--- src/common/periph_pkg.sv ---
package periph_pkg;

  // Widths that carry a meaning on the peripheral bus
  typedef logic [31:0] word_t;
  typedef logic [3:0]  byte_en_t;
  typedef logic [15:0] half_period_t;

  // What the bus master drives every cycle
  typedef struct packed {
    word_t    addr;
    word_t    wdata;
    byte_en_t wenable;
  } bus_req_t;

  typedef enum logic [2:0] {
    SEL_RAM,
    SEL_NOISE,
    SEL_JOYPAD,
    SEL_LCD,
    SEL_AUDIO,
    SEL_NONE
  } periph_sel_e;

  // Upper three bits of addr[31:28]; the low nibble bit is a don't care
  localparam logic [2:0] REGION_RAM    = 3'b000;
  localparam logic [2:0] REGION_NOISE  = 3'b001;
  localparam logic [2:0] REGION_JOYPAD = 3'b011;
  localparam logic [2:0] REGION_LCD    = 3'b110;
  localparam logic [2:0] REGION_AUDIO  = 3'b111;

  // Video and spare codes (0100, 0101, 100x, 101x) fall through to SEL_NONE

endpackage

--- src/source/noise_lfsr.sv ---
`timescale 1ns/100ps

module noise_lfsr (
  input  logic              clk,
  input  logic              rst_n,
  output periph_pkg::word_t value
);

  // x^32 + x^22 + x^2 + x + 1, shifted right
  localparam periph_pkg::word_t TAPS = 32'h8020_0003;
  localparam periph_pkg::word_t SEED = 32'h0000_0001;

  periph_pkg::word_t state;

  always_ff @(posedge clk or negedge rst_n) begin
    if (!rst_n) begin
      state <= SEED;
    end else if (state[0]) begin
      state <= (state >> 1) ^ TAPS;
    end else begin
      state <= state >> 1;
    end
  end

  assign value = state;

endmodule

--- config.mk ---
export PLATFORM = sky130hd
export DESIGN_NAME = noise_lfsr
export DESIGN_NICKNAME = d
export VERILOG_FILES = /design/src/common/periph_pkg.sv /design/src/source/noise_lfsr.sv
export SDC_FILE = /design/constraint.sdc
export NUM_CORES = 1
export LEC_CHECK = 0
export BUFFER_PORTS_ARGS = -buffer_cell sky130_fd_sc_hd__buf_2
export CORE_UTILIZATION = 30
export DETAILED_ROUTE_END_ITERATION = 7
export GPL_TIMING_DRIVEN = 0
export PLACE_DENSITY = 0.65
export SYNTH_ARGS = -nofsm -noshare
export SYNTH_HDL_FRONTEND = slang
export SYNTH_SLANG_ARGS = --single-unit
--- constraint.sdc ---
create_clock -name clk -period 1.5 [get_ports clk]
set_input_delay 0.3 -clock clk [delete_from_list [all_inputs] [get_ports clk]]
set_output_delay 0.3 -clock clk [all_outputs]
set_load 0.005 [all_outputs]
==> out/metrics.cfg <==
[pwr]
p_clk_frac=0.354
powerDensity_mw_per_mm2=1250
pwr-share-comb=0.012
p_sw_frac=0.195
p_seq_frac=0.634
ir_drop_mv=0.806
static-leakage-power_nw=0.688
switchingPower_mw=0.265
p_int_mw=1.09

[grt]
grt_pass1_vias=400
grt_first_pass_wirelength_mm=1.81
grt_usage=0.101
antenna_found_initial=0
overflow=0
grt_max_degree=33

[synth]
netlist_area_um2=828
yosys-top-cells-area=dfrtp_1 (94%), dfstp_2 (3.2%), xor2_1 (3.2%)
avgSynthCellArea_um2=23.7
syn_inst=35
yosys.area.top_type_share=0.937
synth-seq-cells=32
yosys.area.top_type=dfrtp_1
ys_types=3
synth_seq_area_share=0.968
synth_nets=37
synth-warning-count=0

[detailed_routing]
drc=0
wl_per_cell_um=12.0
vias_per_cell=4.09
dr.pass1.iters=3
ant_nets=0
routed_wl_mm=1.28
vias=434
drtIter0Drc=3

[sta]
post-route-period-util=0.899
fmax_mhz=741
rsz0062_at_grt=false
finalSetupViolCount=0
fin_setup_tns_ns=0
fin_crit_ns=1.35
fin_ws_ns=0.151
tightest_slew_ns=0.671
clock_skew_ns=0.00341
report.final.hold_viol_count=0
slew-limit-headroom=0.552
slew_violations=0

[critical_path]
rrSetupSlack_ns=0.65
critical-path-top-delay-family=flip-flops
crit_buf_inv=1
start_kind=flip-flop
cp_data_arrival_time_ns=1.05
crit_slowest_cell=dfstp_2
crit_path_end_kind=primary output
cp_cell_sequence=buf_2
required_ns=1.20
critPathKind=flip-flop to primary output
cpPeakStageDelay_ns=0.60
crit_fanout=5

[floorplanning]
fp.dieH_um=54.5
num_rows=18
core_mm2=0.00254
die_area_mm2=0.00298
die_x_um=54.5
start_util=0.325
ios=34

[clocking]
numCtsBuffers=5
htreeDepth=2
cts_hold_buf=0
clock_path_buffers=2
cts_setup_buffers=0
path_clk_slew_ns=0.09
ctsResizeCount=0
tritoncts=yes
cts_sinks=32
insertion_delay_ns=0.31
cts_root_buf=clkbuf_4

[job]
cap_viol_max_count=0

[layout]
design_area_mm2=0.00109
antenna_cells=0
seq_area_um2=802
syn_to_final_growth_pct=31.6
multi_input_area_um2=26.3
layout.cells.non_filler=106
fin_nets=77
largest_register_ffs=32
drive_above_1_share=0.526
nFillCells=251

[placed_design]
place_inst=98
hpwl_um=831
globalplace.congestion=0.626
dpl-instance-area_mm2=0.00103
portBuffers=33
place_ws_ns=0.489

[outcome]
status=completed

[hold_path]
hold_path.class=input port to async pin

final timing paths:
path / start / endpoint / cells past startpoint
min reg2reg: value[7] / value[6] / 0
min: rst_n / value[1] / 1
max in group asynchronous: rst_n / value[9] / 1
max reg2reg: value[0] / value[0] / 1
max: value[0] / value[0] / 1
min in group clk: value[7] / value[6] / 0
stage by stage:
stage               hold WS, ns  total power [mW]  utilization
floorplan               0.00441             0.879            -
global placement          0.354             0.895        0.405
detailed placement        0.356             0.897        0.405
CTS                      0.0154              1.39        0.428
global route             0.0338              1.43        0.428
finish                   0.0123              1.36        0.428
routing by layer:
| metal | routed length [um] | global-route usage |
|---|---|---|
| met5 | 0 | 0 |
| met4 | 36 | 0.0897 |
| met3 | 111 | 0.0583 |
| met2 | 549 | 0.136 |
| met1 | 579 | 0.110 |
power groups by stage:
stage | clock network (mW) | logic, mW | registers (mW)
2_1_floorplan | 0 | 0.0000000286 | 0.879
3_3_place_gp | 0 | 0.0164 | 0.879
3_5_place_dp | 0 | 0.0176 | 0.879
4_1_cts | 0.510 | 0.0174 | 0.862
5_1_grt | 0.552 | 0.0198 | 0.862
6_report | 0.481 | 0.0161 | 0.862
cells by family after synthesis:
kind of cell	share of synthesized area
XOR/XNOR	0.0317
flip-flops	0.968
placed cells by master, fill, tap and decap left out:
master / n
clkbuf_8: 1
dfrtp_1: 31
xor2_1: 3
clkbuf_4: 5
dfstp_2: 1
clkbuf_1: 2
buf_2: 33
cell type report:
type,instances,share of cell area
Sequential cell,32,0.736
Tap cell,30,0.0344
Clock buffer,8,0.0540
Multi-Input combinational cell,3,0.0241
Timing Repair Buffer,33,0.152
cells in the mapped netlist:
| cell | instances |
|---|---|
| dfrtp_1 | 31 |
| dfstp_2 | 1 |
| xor2_1 | 3 |
Power figures use the tool's default switching activity.
