--- src/common/periph_pkg.sv ---
package periph_pkg;

  // Widths that carry a meaning on the peripheral bus
  typedef logic [31:0] word_t;
  typedef logic [3:0]  byte_en_t;
  typedef logic [15:0] half_period_t;

  // What the bus master drives every cycle
  typedef struct packed {
    word_t    addr;
    word_t    wdata;
    byte_en_t wenable;
  } bus_req_t;

  typedef enum logic [2:0] {
    SEL_RAM,
    SEL_NOISE,
    SEL_JOYPAD,
    SEL_LCD,
    SEL_AUDIO,
    SEL_NONE
  } periph_sel_e;

  // Upper three bits of addr[31:28]; the low nibble bit is a don't care
  localparam logic [2:0] REGION_RAM    = 3'b000;
  localparam logic [2:0] REGION_NOISE  = 3'b001;
  localparam logic [2:0] REGION_JOYPAD = 3'b011;
  localparam logic [2:0] REGION_LCD    = 3'b110;
  localparam logic [2:0] REGION_AUDIO  = 3'b111;

  // Video and spare codes (0100, 0101, 100x, 101x) fall through to SEL_NONE

endpackage

--- src/audio/audio_regs.sv ---
`timescale 1ns/100ps

module audio_regs (
  input  logic                     clk,
  input  logic                     rst_n,
  input  logic                     wstrobe,
  input  periph_pkg::word_t        wdata,
  output periph_pkg::half_period_t half_period,
  output logic                     tone_enable,
  output periph_pkg::word_t        rdata,
  output logic                     restart
);

  always_ff @(posedge clk or negedge rst_n) begin
    if (!rst_n) begin
      half_period <= '0;
      tone_enable <= 1'b0;
      restart     <= 1'b0;
    end else begin
      restart <= wstrobe;
      if (wstrobe) begin
        half_period <= wdata[15:0];
        tone_enable <= wdata[16];
      end
    end
  end

  // Bit 16 enable, low half the period
  assign rdata = {15'b0, tone_enable, half_period};

endmodule

--- config.mk ---
export PLATFORM = sky130hd
export DESIGN_NAME = audio_regs
export DESIGN_NICKNAME = d
export VERILOG_FILES = /design/src/common/periph_pkg.sv /design/src/audio/audio_regs.sv
export SDC_FILE = /design/constraint.sdc
export NUM_CORES = 1
export LEC_CHECK = 0
export BUFFER_PORTS_ARGS = -buffer_cell sky130_fd_sc_hd__buf_2
export CAP_MARGIN = 40
export CORE_MARGIN = 1
export CORE_UTILIZATION = 41
export CTS_BUF_LIST = sky130_fd_sc_hd__clkbuf_4 sky130_fd_sc_hd__clkbuf_8
export CTS_CLUSTER_SIZE = 24
export DETAILED_ROUTE_END_ITERATION = 16
export GPL_TIMING_DRIVEN = 0
export PLACE_DENSITY_LB_ADDON = 0.12
export SLEW_MARGIN = 20
export SYNTH_ARGS = -nofsm -noshare
export SYNTH_HDL_FRONTEND = slang
export SYNTH_SLANG_ARGS = --single-unit
--- constraint.sdc ---
create_clock -name clk -period 1.2 [get_ports clk]
set_input_delay 0.12 -clock clk [delete_from_list [all_inputs] [get_ports clk]]
set_output_delay 0.12 -clock clk [all_outputs]
set_load 0.005 [all_outputs]
==> metrics.cfg <==
[detailed_routing]
dr_wl_met3_um = 147
wirelength_um = 1550
drtIter0Drc = 1
vias = 659
postRouteAntennaNets = 0
drt_first_pass_iters = 3
route.detailed.drc = 0
viasPerCell = 3.83
met2_length_um = 750
top_layer = met3
m1WireLength_um = 655
routedWlPerCell_um = 9.03

[cts]
clockBufferDepth = 2
worstSkewPairLatency_ns = 0.28
cts_tree = yes
clkSinkCount = 18
post_cts_resized = 0
numCtsBuffers = 3
clk_pin_slew_ns = 0.10
htreeDepth = 1
cts-root-buf = clkbuf_4

[finish]
fill_cells = 201
areaGrowthSynthToFinish_pct = 43.4
antenna_cells = 0
stdcell_count = 172
final_area_um2 = 1370
final_layout_size_suffix_gt1_share_pct = 75.7
final_net_count = 180

[job]
drv_cap = 0

[grt]
grt_max_degree = 19
grt_use_total_pct = 11.6
grt_pass1_wl_um = 2180
grt-ovfl-total = 0
antenna_found_initial = 0
grt_pass1_vias = 491

[timing]
fmax_mhz = 847
final_period_minus_worst_setup_slack_ns = 1.18
fin_crit_sh_pct = 98.4
slew_viol_final = 0
finClkSkew_ns = 0
hold_viol = 0
hold_ws_ns = 0.0574
finalSetupTns_ns = 0
rsz0062_at_grt = no
setup_viol = 0

[power]
switching_share_pct = 23.7
p_switching_w = 0.000351
powerDensity_nw_per_um2 = 1080
peakVddDrop_mv = 0.661
power.leakage_nw = 0.791
power.share.clock_pct = 24.7
p_int_w = 0.00113
seqPwrFrac_pct = 47.9
combinationalPowerShare_pct = 27.4

[worst_hold_path]
holdCritPathClass = in -> reg

[floorplanning]
coreArea_um2 = 2210
num_rows = 17
die_area_um2 = 2530
start_util_pct = 43.2
die_w_um = 50.3
die_h_um = 50.3
io_pins = 85

[logic_synthesis]
syn_area_um2 = 955
ys_seq_elements = 18
ys_seq_area_share_pct = 47.2
synth.area.top_cells = dfrtp_1 (47%), buf_4 (25%), mux2_4 (16%)
syn_inst = 70
post-synth-top-area-cell = dfrtp_1
synth.avg_cell_area_um2 = 13.6
ys_warn_count = 0
yosysTopAreaCellShare_pct = 47.2
synth_cell_types = 7

[placed_design]
hpwl_um = 1200
dpl-instance-area_um2 = 1310
portBuffers = 54
place.gp.congestion = 0.551
numPlacedInstances = 166

[critical_path]
cp_max_fo = 10
criticalPathCategory = in -> reg
critPathCaptureType = register
startpoint_type = input pin
worstPathArrival_ns = 1.36
cp_data_required_time_ns = 1.38

[status]
status = complete, no violations

==> power groups by stage <==
stage	registers, W	clock network (W)	logic, W
final	0.000707	0.000365	0.000405
after global routing	0.000715	0.000403	0.000441
after CTS	0.000708	0.000385	0.000410
after detailed placement	0.000719	0	0.000403
after global placement	0.000715	0	0.000401
after floorplan	0.000723	0	0.000235
==> cell usage after synthesis <==
cell / number
buf_4: 32
dfrtp_1: 18
mux2_4: 10
mux2_2: 7
buf_12: 1
buf_6: 1
conb_1: 1
==> metrics by stage <==
stage | total power, W | utilization [%] | setup WS [ns]
after CTS | 0.00150 | 61.9 | 0.0250
after global routing | 0.00156 | 61.9 | 0.00623
after global placement | 0.00112 | 59.3 | 0.258
after detailed placement | 0.00112 | 59.3 | 0.247
after floorplan | 0.000958 | - | 0.415
final | 0.00148 | 61.9 | 0.0197
==> per-layer routing <==
metal	up-vias	GRT usage, %
li1	326	-
met1	292	14.5
met2	41	18.2
met3	0	3.33
met4	0	5.71
met5	-	0
==> final cells by class <==
type                            instances  area, um2  area share [%]
Sequential cell                        18        450            32.9
Timing Repair Buffer                   56        290            21.2
Multi-Input combinational cell         32        285            20.8
Buffer                                 34        272            19.8
Clock buffer                            4       36.3            2.65
Tap cell                               28       35.0            2.56
==> flip-flops by register name, summed over array words and instances (netlist names) <==
register and cells:
tone_enable 1, restart 1, half_period 16
==> cell usage in the layout (no fill, tap or decap) <==
| master | instances |
|---|---|
| clkbuf_8 | 1 |
| clkbuf_4 | 3 |
| buf_6 | 1 |
| buf_4 | 32 |
| conb_1 | 15 |
| mux2_2 | 7 |
| mux2_4 | 10 |
| dlygate4sd3_1 | 2 |
| buf_2 | 54 |
| dfrtp_1 | 18 |
| buf_12 | 1 |
==> worst paths after layout <==
check                                from               to  slack (ns)  cells after the start
min reg2reg                half_period[0]   half_period[0]        0.55                      1
min                             wdata[11]  half_period[11]        0.06                      2
max in group asynchronous           rst_n      tone_enable        0.64                      2
max reg2reg                half_period[9]   half_period[9]        0.41                      1
min in group asynchronous           rst_n   half_period[5]        0.28                      2
max                               wstrobe   half_period[9]        0.02                      5
==> critical path, stage by stage <==
cell and delay [ns]:
dlygate4sd3_1 0.52, buf_2 0.13, buf_6 0.14, buf_12 0.15, mux2_4 0.30
==> kinds of logic (layout without fill, tap and decap cells) <==
family                 after synthesis  after routing  share of synthesized area [%]
DFF                                 18             18                           47.2
other                                1             15                          0.393
buffers and inverters               34             94                           28.4
muxes                               17             17                           24.0
==> repair_timing <==
action | in CTS | in global routing
hold endpoints to repair | 19 | 0
setup endpoints to repair | 0 | 0
hold buffers | 2 | 0
setup buffers | 0 | 0
Note: power is estimated with default switching activity, not from simulation.
