### config.mk
export PLATFORM = sky130hd
export DESIGN_NAME = periph_bus_decode
export DESIGN_NICKNAME = d
export VERILOG_FILES = /design/src/common/periph_pkg.sv /design/src/source/periph_bus_decode.sv
export SDC_FILE = /design/constraint.sdc
export NUM_CORES = 1
export LEC_CHECK = 0
export BUFFER_PORTS_ARGS = -buffer_cell sky130_fd_sc_hd__buf_2
export CORE_AREA = 3 3 83 85
export DETAILED_ROUTE_END_ITERATION = 8
export DIE_AREA = 0 0 86 88
export PLACE_DENSITY = 0.68
export SYNTH_ARGS = -nofsm -noshare
export SYNTH_HDL_FRONTEND = slang
export SYNTH_SLANG_ARGS = --single-unit
export TNS_END_PERCENT = 5
### constraint.sdc
create_clock -name clk -period 3.6 [get_ports clk]
set_input_delay 0.18 -clock clk [delete_from_list [all_inputs] [get_ports clk]]
set_output_delay 0.18 -clock clk [all_outputs]
set_load 0.01 [all_outputs]
### src/common/periph_pkg.sv
package periph_pkg;

  // Widths that carry a meaning on the peripheral bus
  typedef logic [31:0] word_t;
  typedef logic [3:0]  byte_en_t;
  typedef logic [15:0] half_period_t;

  // What the bus master drives every cycle
  typedef struct packed {
    word_t    addr;
    word_t    wdata;
    byte_en_t wenable;
  } bus_req_t;

  typedef enum logic [2:0] {
    SEL_RAM,
    SEL_NOISE,
    SEL_JOYPAD,
    SEL_LCD,
    SEL_AUDIO,
    SEL_NONE
  } periph_sel_e;

  // Upper three bits of addr[31:28]; the low nibble bit is a don't care
  localparam logic [2:0] REGION_RAM    = 3'b000;
  localparam logic [2:0] REGION_NOISE  = 3'b001;
  localparam logic [2:0] REGION_JOYPAD = 3'b011;
  localparam logic [2:0] REGION_LCD    = 3'b110;
  localparam logic [2:0] REGION_AUDIO  = 3'b111;

  // Video and spare codes (0100, 0101, 100x, 101x) fall through to SEL_NONE

endpackage

### src/source/periph_bus_decode.sv
`timescale 1ns/100ps

module periph_bus_decode (
  input  logic                   clk,
  input  logic                   rst_n,
  input  periph_pkg::bus_req_t   bus,
  input  logic [4:0]             joypad,
  input  periph_pkg::word_t      ram_rdata,
  input  periph_pkg::word_t      noise_rdata,
  input  logic [8:0]             lcd_status,
  input  periph_pkg::word_t      audio_rdata,
  output periph_pkg::byte_en_t   ram_wenable,
  output logic                   lcd_wstrobe,
  output logic                   audio_wstrobe,
  output periph_pkg::word_t      rdata
);

  periph_pkg::periph_sel_e sel;
  periph_pkg::periph_sel_e sel_q;
  logic [4:0] joy_meta;
  logic [4:0] joy_sync;

  always_comb begin
    case (bus.addr[31:29])
      periph_pkg::REGION_RAM:    sel = periph_pkg::SEL_RAM;
      periph_pkg::REGION_NOISE:  sel = periph_pkg::SEL_NOISE;
      periph_pkg::REGION_JOYPAD: sel = periph_pkg::SEL_JOYPAD;
      periph_pkg::REGION_LCD:    sel = periph_pkg::SEL_LCD;
      periph_pkg::REGION_AUDIO:  sel = periph_pkg::SEL_AUDIO;
      default:                   sel = periph_pkg::SEL_NONE;
    endcase
  end

  // Only the addressed peripheral sees a write
  assign ram_wenable   = (sel == periph_pkg::SEL_RAM) ? bus.wenable : '0;
  assign lcd_wstrobe   = bus.wenable[0] && (sel == periph_pkg::SEL_LCD);
  assign audio_wstrobe = bus.wenable[0] && (sel == periph_pkg::SEL_AUDIO);

  always_ff @(posedge clk or negedge rst_n) begin
    if (!rst_n) begin
      sel_q    <= periph_pkg::SEL_NONE;
      joy_meta <= '0;
      joy_sync <= '0;
    end else begin
      sel_q    <= sel;
      joy_meta <= joypad;
      joy_sync <= joy_meta;
    end
  end

  // Every source is a register, so the mux lines up with the RAM read
  always_comb begin
    case (sel_q)
      periph_pkg::SEL_RAM:    rdata = ram_rdata;
      periph_pkg::SEL_NOISE:  rdata = noise_rdata;
      periph_pkg::SEL_JOYPAD: rdata = {27'b0, joy_sync};
      periph_pkg::SEL_LCD:    rdata = {23'b0, lcd_status};
      periph_pkg::SEL_AUDIO:  rdata = audio_rdata;
      default:                rdata = '0;
    endcase
  end

endmodule

==> Flow_metrics.wiki <==
{| class="wikitable"
! Metric !! Value
|-
| Run status || completed
|-
| Post-synthesis instance area || 0.00157 mm²
|-
| Kind of critical path || register to output port
|-
| CTS clock-pin slew for the worst setup and hold paths || 0.05 ns
|-
| Synth warnings || 0
|-
| Highest-count cells in the layout ignoring fill and taps || 156 x sky130_fd_sc_hd__buf_2, 31 x sky130_fd_sc_hd__nand2_1, 20 x sky130_fd_sc_hd__nand2_2, 20 x sky130_fd_sc_hd__a21oi_2, 18 x sky130_fd_sc_hd__mux2_1
|-
| Avg Inst Size Synth || 8.86 µm²
|-
| Via count normalized by instance count || 4.55
|-
| Peak fanout along the critical path || 28
|-
| Critical register-to-register path endpoint || joy_sync[4]
|-
| Data required time of the critical path || 3.42 ns
|-
| Worst rel slew slack || 40.8%
|-
| Root Driver || sky130_fd_sc_hd__clkbuf_8
|-
| Portion of the post-synthesis area used by sequential elements || 20.9%
|-
| Share of layout cells above drive strength 1 || 68.1%
|-
| CTS H-tree depth || 1
|-
| Grt peak-use layer || met2
|-
| Number of sinks driven by the clock tree || 13
|-
| Cell depth of the worst flop-to-flop path || 0
|-
| Most common library cell in the layout ignoring fill and taps || sky130_fd_sc_hd__buf_2
|-
| Number of cells on the worst hold path || 1
|-
| Max-cap check violation count || 0
|-
| Total routing resource utilization after global routing || 12.6%
|-
| Total wire length || 5030 µm
|-
| Design Power || 596 µW
|-
| Met1 track demand over resource in global routing || 14.7%
|-
| Leakage power figure || 1.20 nW
|-
| Pin slew with the least headroom to its limit || 0.886 ns
|-
| Area of all sequential standard cells || 329 µm²
|-
| Clock buffers created by TritonCTS || 3
|-
| Number of antenna violations at the first check in global routing || 0
|-
| Hold bufs inserted after CTS || 1
|-
| Met2 routing resource usage after global routing || 24.7%
|-
| Top-Level Pins || 218
|-
| Setup TNS after final layout || 0 ns
|-
| Max-slew violation count || 0
|-
| CP startpoint kind || register
|-
| Class of the most critical hold timing path || input port to register
|-
| Clock Skew || 0.00278 ns
|-
| Deepest clock path buffer count || 2
|-
| Unrepaired setup endpoints after global routing || false
|-
| Async S/R FF share, synth || 100%
|-
| Pwr dens || 252 mW/mm²
|-
| Core region area || 0.00628 mm²
|-
| Vias after detailed routing || 1,820
|-
| Max IR drop VDD || 215 µV
|-
| # fillers || 660
|-
| Die area || 0.00757 mm²
|-
| Data arrival time of the critical path || 2.34 ns
|-
| Source of the worst register-to-register timing path || joy_meta[4]
|-
| Area delta synth->final || 50.6%
|-
| Post-CTS Setup Bufs || 0
|-
| Global Route met3 Usage || 1.79%
|-
| Overflow left after global routing || 0
|-
| Critical path endpoint category || output port
|-
| Detailed-router iteration count before antenna repair || 4
|-
| Setup slack on the worst flop-to-flop path || 3.13 ns
|-
| Worst Min Path Start || joypad[3]
|-
| Shortest clock period the worst path allows after layout || 2.52 ns
|-
| Setup violators final || 0
|-
| Final net count || 504
|-
| Port Buf Inserts || 156
|-
| Wire per inst || 12.6 µm
|-
| Predominant post-synthesis flop cell || sky130_fd_sc_hd__dfrtp_1
|-
| Fmax || 397 MHz
|-
| First-pass GRT wire length || 7930 µm
|-
| Clock tree from TritonCTS || built
|-
| Number of global-route vias before repair || 1,821
|-
| Starting Density || 25.0%
|-
| Share of the cycle needed by the critical path after routing || 70.0%
|-
| Hold Crit Endpoint || joy_meta[3]
|-
| Antenna Nets Post-Route || 0
|-
| Fraction of the core area covered by cells at the end of the flow || 37.7%
|-
| Pin count of the biggest net entering global routing || 35
|-
| Multi-input gate area || 0.00109 mm²
|-
| Number of enable-type register cells in the synthesized netlist || 0
|-
| Count of unresolved DRC violations after routing || 0
|-
| Synth unique cells || 30
|-
| Syn nets || 357
|-
| Detailed-placement wirelength estimate || 4150 µm
|-
| Final hold violation count || 0
|-
| DR iter-0 viols || 46
|-
| Placer Congestion || 0.678
|-
| Inserted Diodes || 0
|-
| Chip height || 88 µm
|-
| Gate count after technology mapping || 177
|-
| Die outline width || 86 µm
|-
| Clk Latency, worst-skew pair || 0.23 ns
|-
| Number of storage elements in the synthesis netlist || 13
|-
| Count of standard-cell rows || 29
|-
| Post-cts resize count || 0
|}
-- where the power goes --
| group | switching, mW | internal, mW |
|---|---|---|
| logic | 0.144 | 0.152 |
| clock network | 0.0448 | 0.0777 |
| registers | 0.0202 | 0.157 |
| total | 0.209 | 0.387 |
-- cell families (layout without fill, tap and decap cells) --
logic type      count (synthesis)  after routing  share of synthesized area [%]
compound gates                 47             47                           22.6
xor+xnor                        2              2                           1.12
simple gates                   65             65                           21.5
buf+inv                        18            164                           9.81
flops                          13             13                           20.9
mux                            32             32                           24.2
-- worst max-delay path by stage --
stage,from,endpoint,slack [ns]
final,sel_q[0],rdata[4],1.08
after global routing,sel_q[0],rdata[4],0.89
after CTS,sel_q[0],rdata[4],1.01
after detailed placement,sel_q[0],rdata[4],1.27
after global placement,sel_q[0],rdata[1],1.27
after floorplan,sel_q[0],rdata[3],2.13
-- critical path, cell delays in order (launching register included) --
cell	delay (ns)
sky130_fd_sc_hd__dfstp_2	0.78
sky130_fd_sc_hd__nor2b_4	0.81
sky130_fd_sc_hd__a22oi_1	0.21
sky130_fd_sc_hd__o21ai_1	0.16
sky130_fd_sc_hd__buf_2	0.14
-- registers in the layout (all words and copies together) (netlist names) --
signal and cells:
joy_sync 5, sel_q 3, joy_meta 5
-- stage by stage --
step           instances  cell area [µm²]  hold slack (ns)  worst slack (ns)
2_1_floorplan        177             1570           -0.116              2.13
3_3_place_gp         395             2310           0.0727              1.27
3_5_place_dp         395             2310           0.0757              1.27
4_1_cts              400             2360           0.0479              1.01
5_1_grt              400             2360           0.0400             0.888
6_report             400             2360           0.0497              1.08
-- cell usage after synthesis (3+ instances only) --
library cell / number / area share (%)
sky130_fd_sc_hd__nand2_1: 31 / 7.4
sky130_fd_sc_hd__mux2_4: 5 / 4.8
sky130_fd_sc_hd__mux2_2: 9 / 6.5
sky130_fd_sc_hd__a21oi_1: 5 / 1.6
sky130_fd_sc_hd__o21ai_1: 9 / 2.9
sky130_fd_sc_hd__nand2_2: 20 / 8.0
sky130_fd_sc_hd__buf_6: 4 / 2.9
sky130_fd_sc_hd__a32oi_1: 9 / 5.0
sky130_fd_sc_hd__buf_2: 3 / 0.96
sky130_fd_sc_hd__buf_1: 3 / 0.72
sky130_fd_sc_hd__a21oi_2: 20 / 11
sky130_fd_sc_hd__a22oi_1: 4 / 1.9
sky130_fd_sc_hd__and2_1: 5 / 2.0
sky130_fd_sc_hd__mux2_1: 18 / 13
sky130_fd_sc_hd__dfrtp_1: 11 / 18
sky130_fd_sc_hd__buf_12: 3 / 3.8
-- final cells by class --
type	instances	area share (%)
flip-flops and latches	13	13.9
inverters	2	0.318
multi-input cells	146	46.0
repair buffers	158	33.8
well taps	77	4.08
clock buffers	4	1.91
-- per-layer routing --
layer,wire length [µm],vias up
li1,-,911
met4,8,0
met3,495,2
met1,1870,810
met2,2650,97
met5,0,-
(Power assumes the default switching activity.)
