==> src/common/periph_pkg.sv <==
package periph_pkg;

  // Widths that carry a meaning on the peripheral bus
  typedef logic [31:0] word_t;
  typedef logic [3:0]  byte_en_t;
  typedef logic [15:0] half_period_t;

  // What the bus master drives every cycle
  typedef struct packed {
    word_t    addr;
    word_t    wdata;
    byte_en_t wenable;
  } bus_req_t;

  typedef enum logic [2:0] {
    SEL_RAM,
    SEL_NOISE,
    SEL_JOYPAD,
    SEL_LCD,
    SEL_AUDIO,
    SEL_NONE
  } periph_sel_e;

  // Upper three bits of addr[31:28]; the low nibble bit is a don't care
  localparam logic [2:0] REGION_RAM    = 3'b000;
  localparam logic [2:0] REGION_NOISE  = 3'b001;
  localparam logic [2:0] REGION_JOYPAD = 3'b011;
  localparam logic [2:0] REGION_LCD    = 3'b110;
  localparam logic [2:0] REGION_AUDIO  = 3'b111;

  // Video and spare codes (0100, 0101, 100x, 101x) fall through to SEL_NONE

endpackage

==> src/audio/audio_tone.sv <==
`timescale 1ns/100ps

module audio_tone (
  input  logic                     clk,
  input  logic                     rst_n,
  input  periph_pkg::half_period_t half_period,
  input  logic                     tone_enable,
  input  logic                     restart,
  output logic                     audio_out
);

  periph_pkg::half_period_t count;

  // Counts 0 to half_period, so one level lasts half_period + 1 clocks
  always_ff @(posedge clk or negedge rst_n) begin
    if (!rst_n) begin
      count     <= '0;
      audio_out <= 1'b0;
    end else if (restart || !tone_enable) begin
      count     <= '0;
      audio_out <= 1'b0;
    end else if (count == half_period) begin
      count     <= '0;
      audio_out <= ~audio_out;
    end else begin
      count <= count + 1'b1;
    end
  end

endmodule

==> config.mk <==
export PLATFORM = sky130hd
export DESIGN_NAME = audio_tone
export DESIGN_NICKNAME = d
export VERILOG_FILES = /design/src/common/periph_pkg.sv /design/src/audio/audio_tone.sv
export SDC_FILE = /design/constraint.sdc
export NUM_CORES = 1
export LEC_CHECK = 0
export BUFFER_PORTS_ARGS = -buffer_cell sky130_fd_sc_hd__buf_4
export CAP_MARGIN = 20
export CORE_MARGIN = 2
export CORE_UTILIZATION = 57
export CTS_CLUSTER_DIAMETER = 60
export DETAILED_ROUTE_END_ITERATION = 12
export GPL_TIMING_DRIVEN = 0
export PLACE_DENSITY = 0.81
export RECOVER_POWER = 100
export SLEW_MARGIN = 30
export SYNTH_ARGS = -nofsm -noshare
export SYNTH_HDL_FRONTEND = slang
export SYNTH_SLANG_ARGS = --single-unit
==> constraint.sdc <==
create_clock -name clk -period 5.1 [get_ports clk]
set_input_delay 0.51 -clock clk [delete_from_list [all_inputs] [get_ports clk]]
set_output_delay 0.51 -clock clk [all_outputs]
set_load 0.05 [all_outputs]
==> impl_results.md, run 1 <==
- #FFs+latches synth: 17
- Final cell count without fillers: 145
- Worst setup EP type: register
- Syn Std Cell Area: 0.00101 mm^2
- WHS: 0.288 ns
- Via count: 829
- Sequential area share after synthesis: 42.2%
- Leakage Power: 0.432 nW
- Area Overhead vs Synth: 17.1%
- Max-Cap Viols: 0
- Longest Clk Path Bufs: 2
- Final ANT Viol Nets: 0
- Clock root buffer: clkbuf_4
- Initial drt markers: 13
- Largest net degree at the start of global routing: 18
- Relative slew slack: 7.66%
- Ant diodes: 0
- Post-route setup TNS: 0 ns
- Die Y: 46.1 um
- Die Area: 0.00212 mm^2
- # clock sinks: 17
- Largest family of logic cells by synthesized area: XOR/XNOR gates
- Multiplexer share of the synthesized area: 1.49%
- Post-synth EDFFs: 0
- Post-synth ARST share: 100%
- Min Tclk post-route: 2.66 ns
- WS Path Type: reg2reg
- Routability cong.: 0.860
- Drt wl/cell: 14.8 um
- Dpl hpwl: 1580 um
- Initial Util: 59.7%
- Status: complete, no violations
- Fmax: 376 MHz
- Placed instance area: 0.00118 mm^2
- Worst clock skew: 0.00727 ns
- Rows: 15
- Vias per inst: 5.72
- Final worst slack: 2.44 ns
- Post-synthesis compound-gate area fraction: 1.61%
- # port buffers: 20
- Vias in the first global route: 754
- Fin. max-slew vios: 0
- Post-Route WL: 2150 um
- Number of nets in the layout: 150
- Crit share post-route: 52.1%
- Maximum VDD drop: 153 uV
- Data required, critical path: 5.27 ns
- Global-route usage over all layers: 22.8%
- Synth cell count leaders: xnor2_1 (28), nor3_1 (18), dfrtp_1 (17), nand4_1 (7), nor2_1 (6)
- Die Wd: 46.1 um
- Pre-CTS setup slack: 3.01 ns
- H-tree levels: 1
- Synth top area share: 42.2%
- Worst Tran Pin Value: 1.37 ns
- YS warnings: 0
- Post-Synth XOR/XNOR Area: 25.2%
- Post-synthesis adder-cell area fraction: 1.24%
- Post-Synthesis Cells: 104
- Post-cts sizing count: 0
- CP max FO: 10
- DRT Pass-1 Iters: 4
- GRT Residual Overflow: 0
- Cell Pwr Density: 202 mW/mm^2
- CTS clk-pin slew, worst paths: 0.11 ns
- Worst-Skew Late Latency: 0.30 ns
- Synth area leaders: dfrtp_1 (42%), xnor2_1 (24%), nor3_1 (8.9%)
- Num CTS Buffers: 3
- Crit path launch type: register
- Worst EP arrival: 2.83 ns
- Post-Syn Nets: 125
- Fin. Hold Viols: 0
- Postcts setup bufs: 0
- Post-CTS Hold Fix Bufs: 0
- Hold Crit Class: in2async
- IO Pins: 21
- First-pass GRT wire length: 3320 um
- Share of layout cells above drive strength 1: 19.5%
- DRC errors left: 0
- Tot Pwr: 0.238 mW
- Distinct cells, synth: 21
- Initial antenna violation count: 0
- Synth area leader: dfrtp_1
- CTS tree: built
- Cell area after layout: 0.00118 mm^2
- Util after Layout: 69.9%
- RSZ-0062 raised after global routing: no
- Setup violations, final: 0
- Core box area: 0.00169 mm^2
- Avg Inst Size Synth: 9.70 um^2
- Inst Count DP: 141
- Post-synth top flop: dfrtp_1
- Post-Synth Simple-Gate Area: 24.8%
- Most frequent cell after synthesis: xnor2_1
cell families after synthesis:
kind of cell,Yosys count
simple gates,46
fa+ha+maj,1
xor+xnor,29
compound gates,2
flops,17
buf+inv,8
mux,1
power breakdown:
part           switching, mW  leakage, nW  internal [mW]
Sequential           0.00105        0.237          0.135
Combinational         0.0111        0.178         0.0150
Clock                 0.0465       0.0177         0.0293
Total                 0.0586        0.432          0.180
per-layer routing:
metal	GRT usage [%]	vias up	routed length [um]
li1	-	406	-
met1	31.3	395	934
met2	35.3	24	1080
met3	2.35	4	96
met4	12.0	0	31
met5	0	-	0
sequential cells by signal, indices dropped and copies added, names as in the netlist:
signal,flops
count,16
audio_out,1
critical path, stage by stage, from the launching register on:
cell and delay [ns]:
dfrtp_1 0.44, xnor2_1 0.22, nand4_1 0.12, nor4_1 1.15
clkbuf_1 0.47, nor3_1 0.12
final timing paths:
check                           cells past startpoint   endpoint  slack [ns]  startpoint
worst max-delay path                                5  count[11]        2.44    count[5]
worst min-delay path                                1   count[4]        0.29       rst_n
worst max register to register                      5  count[11]        2.44    count[5]
worst min register to register                      1   count[0]        0.57    count[0]
max in group asynchronous                           1   count[9]        4.27       rst_n
min in group clk                                    1   count[0]        0.57    count[0]
cell type report:
cell class | instances | area, um^2
sequential | 17 | 425
buffer | 4 | 16.3
tap | 17 | 21.3
clock buffer | 3 | 22.5
clock inverter | 1 | 5.00
multi-input combinational | 79 | 533
timing repair buffer | 20 | 143
fill | 142 | 508
inverter | 4 | 15.0
cell usage in the layout, fill, tap and decap left out, drive strengths merged, types with 4 or more instances in the layout:
master | Yosys | routed
xnor2 | 28 | 28
buf | 2 | 19
nor3 | 18 | 18
dfrtp | 17 | 17
clkbuf | 2 | 8
nand4 | 7 | 7
nor2 | 6 | 6
nand3 | 5 | 5
nor4 | 4 | 4
nand2 | 4 | 4
inv | 4 | 4
No activity file was read; power rests on OpenSTA's default activity.
==> run 2, diff against run 1 <==
CORE_UTILIZATION = 47   (was 57)
PLACE_DENSITY = 0.71   (was 0.81)
clock period = 2.4 ns   (was 5.1 ns; I/O delays follow)
==> impl_results.md, run 2 (synthesis results as in run 1) <==
- Worst clock skew: 0.0100 ns (+0.00275 ns)
- Most frequent cells in the layout: xnor2_1 (28), buf_4 (19), nor3_1 (18)
- DRC errors left: 0 (unchanged)
- WS Path Type: reg2reg
- Die Area: 0.00253 mm^2 (+19%)
- Final ANT Viol Nets: 0 (unchanged)
- Layer with the highest usage: met2
- Reg with most FFs: count
- Data required, critical path: 2.56 ns (-2.71 ns)
- Via count: 824 (-0.60%)
- Grt met3 use: 5.36% (+3.0 points)
- Longest Clk Path Bufs: 2 (unchanged)
- Fin. Hold Viols: 0 (unchanged)
- Multi-input logic area: 539 um^2 (+1.2%)
- Met1 usage: 21.9% (-9.5 points)
- Most common cell after layout, fill and taps aside: xnor2_1
- Routability cong.: 0.836 (-2.8%)
- Worst EP arrival: 2.21 ns (-0.62 ns)
- Initial antenna violation count: 0 (unchanged)
- Maximum VDD drop: 301 uV (+96%)
- Cell Pwr Density: 413 mW/mm^2 (+100%)
- Post-route setup TNS: 0 ns (unchanged)
- Fin. max-slew vios: 0 (unchanged)
- RSZ-0062 raised after global routing: no
- DRT Pass-1 Iters: 4 (unchanged)
- Die Wd: 50.3 um (+9.2%)
- Max-Cap Viols: 0 (unchanged)
- Worst-Skew Late Latency: 0.30 ns (about the same)
- Largest regs: count: 16 flops, audio_out: 1 flops
- Rows: 16 (+1)
- Setup violations, final: 0 (unchanged)
- Met2 usage: 29.2% (-6.1 points)
- CP max FO: 10 (unchanged)
- Crit path launch type: register
- Initial drt markers: 16 (+3)
- # clock sinks: 17 (unchanged)
- Worst Tran Pin Value: 0.919 ns (-0.453 ns)
- Largest net degree at the start of global routing: 18 (unchanged)
- Area Overhead vs Synth: 20.2%
- Vias in the first global route: 749 (-0.66%)
- H-tree levels: 1 (unchanged)
- Num CTS Buffers: 3 (unchanged)
- Number of nets in the layout: 151 (+0.67%)
- Final worst slack: 0.356 ns (-2.09 ns)
- Worst setup EP type: register
- Drt wl/cell: 13.3 um (-10%)
- Global-route usage over all layers: 17.8% (-5.0 points)
- Relative slew slack: 38.7% (+31 points)
- First-pass GRT wire length: 3280 um (-1.0%)
- Util after Layout: 60.6% (-9.4 points)
- WHS: 0.470 ns (+0.183 ns)
- Pre-CTS setup slack: 0.568 ns (-2.44 ns)
- Core box area: 0.00200 mm^2 (+19%)
- # port buffers: 20 (unchanged)
- Min Tclk post-route: 2.04 ns (-0.615 ns)
- Fmax: 489 MHz (+30%)
- Ant diodes: 0 (unchanged)
- GRT Residual Overflow: 0 (unchanged)
- Post-Route WL: 2070 um (-3.3%)
- Register area: 425 um^2 (unchanged)
- IO Pins: 21 (unchanged)
- CTS clk-pin slew, worst paths: 0.10 ns (about the same)
- Filler cell count: 195 (+37%)
- CTS tree: built
- Status: complete, no violations
- Initial Util: 50.4% (-9.3 points)
- Dpl hpwl: 1610 um (+2.3%)
- Clock root buffer: clkbuf_4
- Share of layout cells above drive strength 1: 20.2% (+0.62 points)
- Hold Crit Class: in2reg
- Die Y: 50.3 um (+9.2%)
- Vias per inst: 5.28 (-7.6%)
- Placed instance area: 0.00119 mm^2 (+1.1%)
- Max reg flops: 16 (unchanged)
- Leakage Power: 0.438 nW (+1.3%)
- Cell area after layout: 0.00121 mm^2 (+2.6%)
- Crit share post-route: 85.2% (+33 points)
run 2: cell types whose count changed in the layout (fill, tap and decap cells not counted), sizes merged:
cell,previous run,this run
dlygate4sd3,0,1
clkinv,1,0
buf,19,20
run 2: cell type report:
cell class	instances	share of cell area, %
Clock buffer	4	2.17
Tap cell	27	2.79
Sequential cell	17	35.1
Buffer	4	1.65
Inverter	4	1.24
Multi-Input combinational cell	79	44.5
Timing Repair Buffer	21	12.6
run 2: final timing paths:
check,to,slack [ns],cells after the start,from
setup / recovery,count[13],0.36,5,count[3]
hold / removal,count[2],0.47,5,half_period[8]
setup reg to reg,count[13],0.36,5,count[3]
hold reg to reg,count[0],0.57,1,count[0]
max in group asynchronous,count[12],1.25,2,rst_n
min in group asynchronous,count[8],0.58,2,rst_n
run 2: power breakdown:
part,switching [mW],internal [mW]
Sequential,0.00244,0.288
Combinational,0.0235,0.0330
Clock,0.0892,0.0648
Total,0.115,0.386
run 2: metrics by stage:
stage / instances / power (mW)
floorplan: 104 / 0.317
global placement: 151 / 0.352
detailed placement: 151 / 0.353
CTS: 156 / 0.507
global route: 156 / 0.521
finish: 156 / 0.501
run 2: metal layers:
metal / wire, um / vias up / part of all wire, %
li1: - / 412 / -
met1: 942 / 394 / 45
met2: 1030 / 13 / 49
met3: 72 / 5 / 3.5
met4: 33 / 0 / 1.6
met5: 0 / - / 0
run 2: what timing repair did:
action / 4_1_cts / 5_1_grt
resized for setup: 0 / 0
buffers inserted: 0 / 0
setup endpoints to repair: 0 / 0
endpoints found under the hold margin: 17 / 0
hold buffers: 1 / 0
run 2: worst max-delay path, stage by stage (launching register included):
cell and delay (ns):
dfrtp_1 0.45, xnor2_1 0.21, nand4_1 0.13, nor4_2 0.75, buf_4 0.30, nor3_1 0.07
