$ cat config.mk
export PLATFORM = sky130hd
export DESIGN_NAME = lcd_unit
export DESIGN_NICKNAME = d
export VERILOG_FILES = /design/src/lcd/lcd_unit.sv
export SDC_FILE = /design/constraint.sdc
export NUM_CORES = 1
export LEC_CHECK = 0
export BUFFER_PORTS_ARGS = -buffer_cell sky130_fd_sc_hd__buf_2
export CELL_PAD_IN_SITES_DETAIL_PLACEMENT = 1
export CELL_PAD_IN_SITES_GLOBAL_PLACEMENT = 1
export CORE_ASPECT_RATIO = 0.9
export CORE_UTILIZATION = 35
export DETAILED_ROUTE_END_ITERATION = 12
export PLACE_DENSITY_LB_ADDON = 0.15
export SLEW_MARGIN = 20
export SYNTH_ARGS = -nofsm -noshare
export SYNTH_HDL_FRONTEND = slang
export SYNTH_SLANG_ARGS = --single-unit
$ cat constraint.sdc
create_clock -name clk -period 1.8 [get_ports clk]
set_input_delay 0.36 -clock clk [delete_from_list [all_inputs] [get_ports clk]]
set_output_delay 0.36 -clock clk [all_outputs]
set_load 0.01 [all_outputs]
$ cat src/lcd/lcd_unit.sv
`timescale 1ns/100ps

module lcd_unit #(
  parameter int LCD_PULSE_CYCLES = 4
) (
  input  logic       clk,
  input  logic       rst_n,
  input  logic       wstrobe,
  input  logic       rs,
  input  logic [7:0] wdata,
  output logic [7:0] lcd_data,
  output logic [1:0] lcd_ctrl,
  output logic       lcd_enable,
  output logic       busy
);

  localparam int CNT_BITS = (LCD_PULSE_CYCLES > 1) ? $clog2(LCD_PULSE_CYCLES) : 1;

  typedef enum logic {
    LCD_IDLE,
    LCD_PULSE
  } lcd_state_e;

  lcd_state_e          state;
  logic [CNT_BITS-1:0] pulse_cnt;

  always_ff @(posedge clk or negedge rst_n) begin
    if (!rst_n) begin
      state     <= LCD_IDLE;
      pulse_cnt <= '0;
      lcd_data  <= '0;
      lcd_ctrl  <= '0;
    end else begin
      case (state)
        LCD_IDLE: begin
          if (wstrobe) begin
            state     <= LCD_PULSE;
            pulse_cnt <= CNT_BITS'(LCD_PULSE_CYCLES - 1);
            lcd_data  <= wdata;
            // Always a write, so R/W stays low
            lcd_ctrl  <= {1'b0, rs};
          end
        end
        LCD_PULSE: begin
          // Writes arriving here are dropped
          if (pulse_cnt == '0) begin
            state <= LCD_IDLE;
          end else begin
            pulse_cnt <= pulse_cnt - 1'b1;
          end
        end
        default: state <= LCD_IDLE;
      endcase
    end
  end

  assign lcd_enable = (state == LCD_PULSE);
  assign busy       = (state == LCD_PULSE);

endmodule

==> run summary, run 1 <==
status -> finished, violations left
failing checks -> design-rule violations
first-pass GRT wire length -> 1600 µm
via/cell ratio -> 4.67
Util after Layout -> 47.6%
vias in the first global route -> 362
Initial Util -> 37.3%
crit end category -> flop
grt total ovfl -> 0
clk_lat worst skew -> 270 ps
sequential power share -> 38.2%
Avg Cell Area, Syn -> 15.9 µm²
Setup violations, final -> 0
I/O pin total -> 24
H-tree depth -> 1
Startpoint Class -> flop
Clock Sinks -> 12
Pint -> 867 µW
WP data required -> 1950 ps
Fillers -> 157
Setup TNS -> 0 ps
antenna diode count -> 0
I/O Buffers -> 22
switching power total -> 421 µW
synthesized net count -> 47
LEAKAGE -> 0.000366 µW
sequential cell area fraction in the yosys report -> 55.6%
Final Max Slew Viols -> 0
Mapped Area -> 541 µm²
Vias -> 341
Ys Warns -> 0
CTS tree -> built
post-CTS setup buffers -> 0
Clock power frac -> 16.4%
most frequent cells in the layout -> buf_2, dfrtp_1, mux2_4
RSZ-0062 raised after global routing -> false
Max VDD drop -> 746 µV
worst hold path type -> in -> reg
# Max-Cap Violations -> 0
DRT iter0 DRCs -> 9
synth unique cells -> 11
Period minus WS final -> 1280 ps
DRT Pass-1 Iters -> 8
FF-to-FF setup slack -> 520 ps
Comb pwr share -> 45.4%
root buffer cell -> clkbuf_4
CTS buffer count -> 3
largest net degree at the start of global routing -> 13
register clock-pin slew on the reported worst setup and hold paths -> 80 ps
die height -> 39.3 µm
total track usage -> 13.9%
initial antenna violation count -> 0
Worst EP arrival -> 1420 ps
switching part of the total -> 32.7%
worst-case clock buffer depth -> 2
die area -> 0.00171 mm²
final count of hold timing violations -> 0
Area growth syn-to-layout -> 27.5%
wire per inst -> 14.3 µm
Cell Count Post-Placement -> 68
# rows -> 13
ANT nets after route -> 0
Max Clk Rate -> 0.784 GHz
DRC viols -> 4
Register Area -> 300 µm²
core area -> 0.00145 mm²
Place WS -> 501 ps
CP Class -> reg -> reg
final WL -> 1040 µm
crit path max fanout -> 11
final net count -> 72
multi-input logic area -> 206 µm²
layout cells sized above 1 -> 65.5%
most common cell after layout, fill and taps aside -> buf_2
die width -> 43.4 µm
worst hold margin -> 317 ps
fin worst setup slack -> 524 ps
final worst path period share -> 70.9%
PwrDens -> 1870 mW/mm²
Max Clock Skew -> 7.47 ps
routability cong. -> 0.641
Layout Cells excl Fill -> 73
number of synthesized register bits -> 12
Synth Instances -> 34
-- power by group through the flow --
stage	Sequential (µW)	Clock [µW]	Combinational, µW
floorplan	544	0	362
global route	510	231	637
global placement	483	0	555
finish	492	212	584
CTS	496	222	597
detailed placement	495	0	592
-- Yosys cell counts (all sizes together) --
library cell	n	area share [%]
o21ai	2	1.9
or2	1	1.6
a2bb2oi	1	1.6
mux2	9	25
nor2b	2	5.1
inv	2	1.4
dfrtp	12	56
buf	3	4.9
conb	1	0.69
ha	1	2.3
-- final timing paths --
| kind | cells past startpoint | from | endpoint |
|---|---|---|---|
| setup / recovery | 2 | busy$_DFF_PN0_ | lcd_ctrl[0]$_DFFE_PN0P_ |
| hold / removal | 2 | wdata[0] | lcd_data[0]$_DFFE_PN0P_ |
| setup reg to reg | 2 | busy$_DFF_PN0_ | lcd_ctrl[0]$_DFFE_PN0P_ |
| hold reg to reg | 1 | lcd_data[5]$_DFFE_PN0P_ | lcd_data[5]$_DFFE_PN0P_ |
| max in group asynchronous | 2 | rst_n | lcd_ctrl[0]$_DFFE_PN0P_ |
| min in group asynchronous | 2 | rst_n | busy$_DFF_PN0_ |
-- cells by family after synthesis --
| kind of cell | Yosys count | share of synthesized area, % |
|---|---|---|
| other | 1 | 0.694 |
| buffers and inverters | 5 | 6.25 |
| DFF | 12 | 55.6 |
| adders and majority gates | 1 | 2.31 |
| AOI/OAI and AO/OA | 3 | 3.47 |
| and+or+nand+nor | 3 | 6.71 |
| muxes | 9 | 25.0 |
-- per-layer routing --
layer / part of all wire, % / wire length [µm] / GRT usage (%) / vias up
li1: - / - / - / 159
met1: 39 / 410 / 14.5 / 166
met2: 54 / 567 / 26.5 / 16
met3: 6.1 / 64 / 5.99 / 0
met4: 0 / 0 / 2.34 / 0
met5: 0 / 0 / 0 / -
-- critical path: stages, from the launching register on --
cell     delay [ps]
dfrtp_1         430
nor2b_4         380
mux2_4          340
-- state kept, by name, indices dropped and copies added, names as in the netlist --
| register | cells |
|---|---|
| pulse_cnt | 2 |
| lcd_ctrl | 1 |
| busy | 1 |
| lcd_data | 8 |
-- stage by stage --
stage	power (µW)	area [µm²]
final	1290	689
after global routing	1380	689
after CTS	1320	689
after detailed placement	1090	643
after global placement	1040	643
after floorplan	906	541
-- area by class of cell --
cell class | instances | area share, %
Tap cell | 15 | 2.72
Timing Repair Buffer | 23 | 17.4
Multi-Input combinational cell | 17 | 29.9
Clock buffer | 4 | 5.26
Inverter | 2 | 1.09
Sequential cell | 12 | 43.6
-- timing repair --
item	in CTS	in global routing
endpoints found under the hold margin	12	0
hold buffers	1	0
gates resized for setup	0	0
Power figures use the tool's default switching activity.
==> inputs of run 2 (changes only) <==
CORE_UTILIZATION = 34   (was 35)
clock period = 1.2 ns   (was 1.8 ns; I/O delays follow)
==> run 2 against run 1 <==
Against the previous run: the flow now finishes without violations; final area up 2.7%; power increased by 47%; clock power grew 5%; count of clock-buffer cells in the layout shrank 1; routed wire length is 8.3% lower; register-to-register slack got worse by 470 ps; clock skew fell by 6.4 ps; non-clock buffer count increased by 1; combinational power grew 61%; first-iteration DRC count is 56% lower; sequential share of layout area shrank 1.2 points.
==> run summary, run 2 (synthesis results as in run 1) <==
status -> completed
Initial Util -> 36.9% (-0.41 points)
vias in the first global route -> 309 (-15%)
CTS buffer count -> 3 (unchanged)
Final Max Slew Viols -> 0 (unchanged)
Max Clk Rate -> 0.871 GHz (+11%)
switching power total -> 614 µW (+46%)
Clock power frac -> 11.7% (-4.7 points)
DP Wirelength -> 743 µm
Top reg by flops -> lcd_data
Max VDD drop -> 1140 µV (+52%)
root buffer cell -> clkbuf_4
Area growth syn-to-layout -> 31.0%
I/O Buffers -> 22 (unchanged)
wire per inst -> 13.1 µm (-8.3%)
Comb pwr share -> 49.5% (+4.1 points)
core area -> 0.00146 mm² (+1.1%)
die height -> 39.8 µm (+1.4%)
worst hold path type -> in -> reg
Max Clock Skew -> 1.03 ps (-6.44 ps)
switching part of the total -> 32.3% (-0.31 points)
# rows -> 13 (unchanged)
CP max stage delay -> 390 ps (-40 ps)
register clock-pin slew on the reported worst setup and hold paths -> 60 ps (-20 ps)
worst r2r src -> pulse_cnt[0]$_DFFE_PN0P_
first-pass GRT wire length -> 1440 µm (-10%)
initial antenna violation count -> 0 (unchanged)
largest net degree at the start of global routing -> 13 (unchanged)
critical path cell sequence -> inv_2 -> ha_4 -> nor2b_4 -> or2_4 -> a2bb2oi_1
hold-critical path depth -> 2 (unchanged)
hold path endpoint -> lcd_data[4]$_DFFE_PN0P_
Setup violations, final -> 0 (unchanged)
DRT Pass-1 Iters -> 5 (-3)
Util after Layout -> 48.4% (+0.75 points)
worst hold margin -> 211 ps (-106 ps)
DRC viols -> 0 (-4)
layout cells sized above 1 -> 69.0% (+3.4 points)
FF-to-FF setup slack -> 50 ps (-470 ps)
CTS tree -> built
die area -> 0.00175 mm² (+2.8%)
Clock Sinks -> 12 (unchanged)
via/cell ratio -> 4.67 (unchanged)
# Max-Cap Violations -> 0 (unchanged)
final count of hold timing violations -> 0 (unchanged)
most frequent cells in the layout -> buf_2, dfrtp_1, mux2_4
ANT nets after route -> 0 (unchanged)
LEAKAGE -> 0.000366 µW (about the same)
Hold Crit Start -> wdata[4]
die width -> 44.0 µm (+1.4%)
crit path max fanout -> 4 (-7)
crit end category -> flop
final net count -> 73 (+1.4%)
Vias -> 341 (unchanged)
PwrDens -> 2680 mW/mm² (+44%)
FF-to-FF path depth -> 5 (+3)
antenna diode count -> 0 (unchanged)
Detail Route met2 WL -> 461 µm (-19%)
Pint -> 1280 µW (+48%)
sequential power share -> 38.8% (+0.6 points)
clk_lat worst skew -> 260 ps (about the same)
RSZ-0062 raised after global routing -> false
grt total ovfl -> 0 (unchanged)
Largest register FFs -> 8 (unchanged)
final worst path period share -> 95.7% (+25 points)
Post-Route M1 WL -> 420 µm (+2.4%)
R2R Path End -> pulse_cnt[1]$_DFFE_PN0P_
final WL -> 955 µm (-8.3%)
worst-case clock buffer depth -> 2 (unchanged)
most common cell after layout, fill and taps aside -> buf_2
DRT iter0 DRCs -> 4 (-5)
routability cong. -> 0.635 (-0.87%)
Period minus WS final -> 1150 ps (-128 ps)
routed length on met3 -> 65 µm (+1.6%)
top flop regs -> lcd_data x8, pulse_cnt x2
top layer in use -> met4
slowest CP cell -> dfrtp_1
WP data required -> 1350 ps (-600 ps)
I/O pin total -> 24 (unchanged)
Worst EP arrival -> 1300 ps (-120 ps)
H-tree depth -> 1 (unchanged)
CP top delay family -> flip-flops
CP Class -> reg -> reg
Startpoint Class -> flop
Worst Path Buf+Inv -> 1 (+1)
post-CTS setup buffers -> 0 (unchanged)
total track usage -> 12.7% (-1.2 points)
## run 2: changes by cell type in the layout (fill, tap and decap cells not counted)
cell      delta
ha_4         +1
ha_1         -1
buf_12       +1
inv_1        -1
inv_2        +1
clkbuf_8     -1
## run 2: layout make-up
cell class	count	area [µm²]
Multi-Input combinational cell	17	219
Inverter	2	7.51
Clock buffer	3	22.5
Fill cell	159	756
Timing Repair Buffer	24	140
Tap cell	15	18.8
Sequential cell	12	300
## run 2: worst max path at each step
stage                                   startpoint                       end  slack, ps  cells past startpoint
after global placement    pulse_cnt[0]$_DFFE_PN0P_  pulse_cnt[1]$_DFFE_PN0P_         80                      5
after CTS                 pulse_cnt[0]$_DFFE_PN0P_  pulse_cnt[1]$_DFFE_PN0P_         10                      5
final                     pulse_cnt[0]$_DFFE_PN0P_  pulse_cnt[1]$_DFFE_PN0P_         50                      5
after detailed placement  pulse_cnt[0]$_DFFE_PN0P_  pulse_cnt[1]$_DFFE_PN0P_        -20                      5
after global routing      pulse_cnt[0]$_DFFE_PN0P_  pulse_cnt[1]$_DFFE_PN0P_         20                      5
after floorplan                     busy$_DFF_PN0_   lcd_ctrl[0]$_DFFE_PN0P_         50                      3
## run 2: stage by stage
step	std cells	cell area [µm²]	TNS, ps	setup slack (ps)	total power [µW]
detailed placement	69	663	-18.7	-18.7	1650
finish	73	708	0	51.8	1900
global placement	69	663	0	76.4	1600
floorplan	34	541	0	47.5	1360
global route	73	708	0	15.2	2030
CTS	73	698	0	12.1	1900
## run 2: power groups by stage
stage               combinational [µW]  clock [µW]  sequential, µW
floorplan                          543           0             815
global placement                   875           0             722
detailed placement                 913           0             741
CTS                                925         240             740
global route                      1010         256             757
finish                             940         223             736
## run 2: timing repair
item | CTS | global route
endpoints found under the setup margin | 1 | 1
hold buffers | 1 | 0
resized for setup | 2 | 1
endpoints found under the hold margin | 12 | 0
## run 2: metal layers
layer,GRT usage [%],vias to the layer above
met1,14.6,163
met4,2.27,0
met2,19.9,15
met5,0,-
met3,8.29,2
li1,-,161
==> inputs of run 3 (changes only) <==
--- a/config.mk
+++ b/config.mk
@@ -7,5 +7,5 @@
 export LEC_CHECK = 0
 export BUFFER_PORTS_ARGS = -buffer_cell sky130_fd_sc_hd__buf_2
-export CELL_PAD_IN_SITES_DETAIL_PLACEMENT = 1
+export CELL_PAD_IN_SITES_DETAIL_PLACEMENT = 0
 export CELL_PAD_IN_SITES_GLOBAL_PLACEMENT = 1
 export CORE_ASPECT_RATIO = 0.9
==> constraint.sdc (replaced) <==
create_clock -name clk -period 1.2 [get_ports clk]
set_input_delay 0.24 -clock clk [delete_from_list [all_inputs] [get_ports clk]]
set_output_delay 0.24 -clock clk [all_outputs]
set_load 0.02 [all_outputs]
==> run 3 against run 2 <==
Against the previous run: core utilization grew 1.3 points; flip-flop and latch count is the same; combinational power grew 20%; critical path type unchanged; largest power group unchanged.
==> run summary, run 3 (synthesis results as in run 1) <==
status -> completed
most common cell after layout, fill and taps aside -> buf_2
Layout Cells excl Fill -> 75 (+2.7%)
Setup violations, final -> 0 (unchanged)
LEAKAGE -> 0.000377 µW (+2.9%)
CP max stage delay -> 380 ps (about the same)
Worst EP arrival -> 1310 ps (about the same)
CP Class -> reg -> reg
first-pass GRT wire length -> 1590 µm (+11%)
DRT iter0 DRCs -> 3 (-1)
Top reg by flops -> lcd_data
Detail Route met2 WL -> 494 µm (+7.2%)
Setup TNS -> 0 ps (unchanged)
die area -> 0.00175 mm² (unchanged)
most frequent cells in the layout -> buf_2, dfrtp_1, mux2_4
Startpoint Class -> flop
hold-critical path depth -> 2 (unchanged)
Worst Path Buf+Inv -> 1 (unchanged)
worst hold path type -> in -> reg
Max VDD drop -> 1320 µV (+16%)
initial antenna violation count -> 0 (unchanged)
clk_lat worst skew -> 260 ps (about the same)
final worst path period share -> 96.3% (+0.65 points)
worst hold margin -> 204 ps (-7.50 ps)
vias in the first global route -> 368 (+19%)
Clock Sinks -> 12 (unchanged)
PwrDens -> 2980 mW/mm² (+11%)
register clock-pin slew on the reported worst setup and hold paths -> 70 ps (about the same)
CTS tree -> built
Largest register FFs -> 8 (unchanged)
DRC viols -> 0 (unchanged)
Place WS -> 22.9 ps (+41.6 ps)
top layer in use -> met4
crit path max fanout -> 4 (unchanged)
CTS buffer count -> 3 (unchanged)
I/O pin total -> 24 (unchanged)
# rows -> 13 (unchanged)
Initial Util -> 36.9% (unchanged)
core area -> 0.00146 mm² (unchanged)
crit end category -> flop
Max Clock Skew -> 2.75 ps (+1.73 ps)
DRT Pass-1 Iters -> 6 (+1)
routability cong. -> 0.637 (+0.27%)
top flop regs -> lcd_data x8, pulse_cnt x2
Util after Layout -> 49.7% (+1.3 points)
H-tree depth -> 1 (unchanged)
RSZ-0062 raised after global routing -> false
total track usage -> 13.6% (+0.87 points)
DP Wirelength -> 704 µm (-5.2%)
root buffer cell -> clkbuf_4
via/cell ratio -> 4.59 (-1.8%)
ANT nets after route -> 0 (unchanged)
Final Max Slew Viols -> 0 (unchanged)
Hold Crit Start -> wdata[2]
FF-to-FF setup slack -> 40 ps (about the same)
critical path cell sequence -> inv_1 -> ha_2 -> nor2b_4 -> or2_4 -> a2bb2oi_2
routed length on met3 -> 80 µm (+23%)
WP data required -> 1360 ps (about the same)
CP top delay family -> flip-flops
grt total ovfl -> 0 (unchanged)
Max Clk Rate -> 0.865 GHz (-0.67%)
hold path endpoint -> lcd_data[2]$_DFFE_PN0P_
final WL -> 954 µm (-0.10%)
Cell Count Post-Placement -> 69 (unchanged)
# Max-Cap Violations -> 0 (unchanged)
R2R Path End -> pulse_cnt[1]$_DFFE_PN0P_
worst-case clock buffer depth -> 2 (unchanged)
Area growth syn-to-layout -> 34.5%
largest net degree at the start of global routing -> 13 (unchanged)
wire per inst -> 12.7 µm (-2.8%)
Vias -> 344 (+0.88%)
final count of hold timing violations -> 0 (unchanged)
worst r2r src -> pulse_cnt[1]$_DFFE_PN0P_
I/O Buffers -> 22 (unchanged)
antenna diode count -> 0 (unchanged)
fin worst setup slack -> 44.1 ps (-7.75 ps)
die height -> 39.8 µm (unchanged)
FF-to-FF path depth -> 5 (unchanged)
Period minus WS final -> 1160 ps (+7.75 ps)
die width -> 44.0 µm (unchanged)
slowest CP cell -> dfrtp_1
final net count -> 74 (+1.4%)
layout cells sized above 1 -> 73.3% (+4.4 points)
Post-Route M1 WL -> 371 µm (-12%)
## run 3: stage by stage
stage                     area, µm²  power, µW
after floorplan                 542       1510
after global placement          664       1750
after detailed placement        664       1800
after CTS                       711       2130
after global routing            727       2320
final                           727       2170
## run 3: worst max path at each step
| stage | startpoint | endpoint | slack [ps] | cells after the start |
|---|---|---|---|---|
| 2_1_floorplan | busy$_DFF_PN0_ | lcd_ctrl[0]$_DFFE_PN0P_ | 30 | 3 |
| 3_3_place_gp | pulse_cnt[0]$_DFFE_PN0P_ | pulse_cnt[1]$_DFFE_PN0P_ | 80 | 5 |
| 3_5_place_dp | pulse_cnt[0]$_DFFE_PN0P_ | pulse_cnt[1]$_DFFE_PN0P_ | 20 | 5 |
| 4_1_cts | pulse_cnt[0]$_DFFE_PN0P_ | pulse_cnt[1]$_DFFE_PN0P_ | 3 | 5 |
| 5_1_grt | pulse_cnt[1]$_DFFE_PN0P_ | pulse_cnt[1]$_DFFE_PN0P_ | 4 | 5 |
| 6_report | pulse_cnt[1]$_DFFE_PN0P_ | pulse_cnt[1]$_DFFE_PN0P_ | 40 | 5 |
## run 3: power by group
part | total (µW) | internal (µW) | switching, µW
Clock | 308 | 184 | 124
Sequential | 732 | 617 | 114
Combinational | 1130 | 585 | 543
## run 3: final cells by class
cell class,count,area (µm²)
inverters,2,7.51
clock buffers,4,36.3
flip-flops and latches,12,302
repair buffers,25,148
fillers,133,737
well taps,15,18.8
multi-input cells,17,215
## run 3: per-layer routing
layer	vias up	global-route usage, %
met1	164	14.0
met4	0	2.27
met3	2	8.29
li1	163	-
met5	-	0
met2	15	23.9
## run 3: what timing repair did
| action | CTS | global route |
|---|---|---|
| hold buffers | 1 | 0 |
| endpoints found under the hold margin | 12 | 0 |
| setup endpoints to repair | 0 | 2 |
| setup buffers | 0 | 1 |
| resized for setup | 0 | 4 |
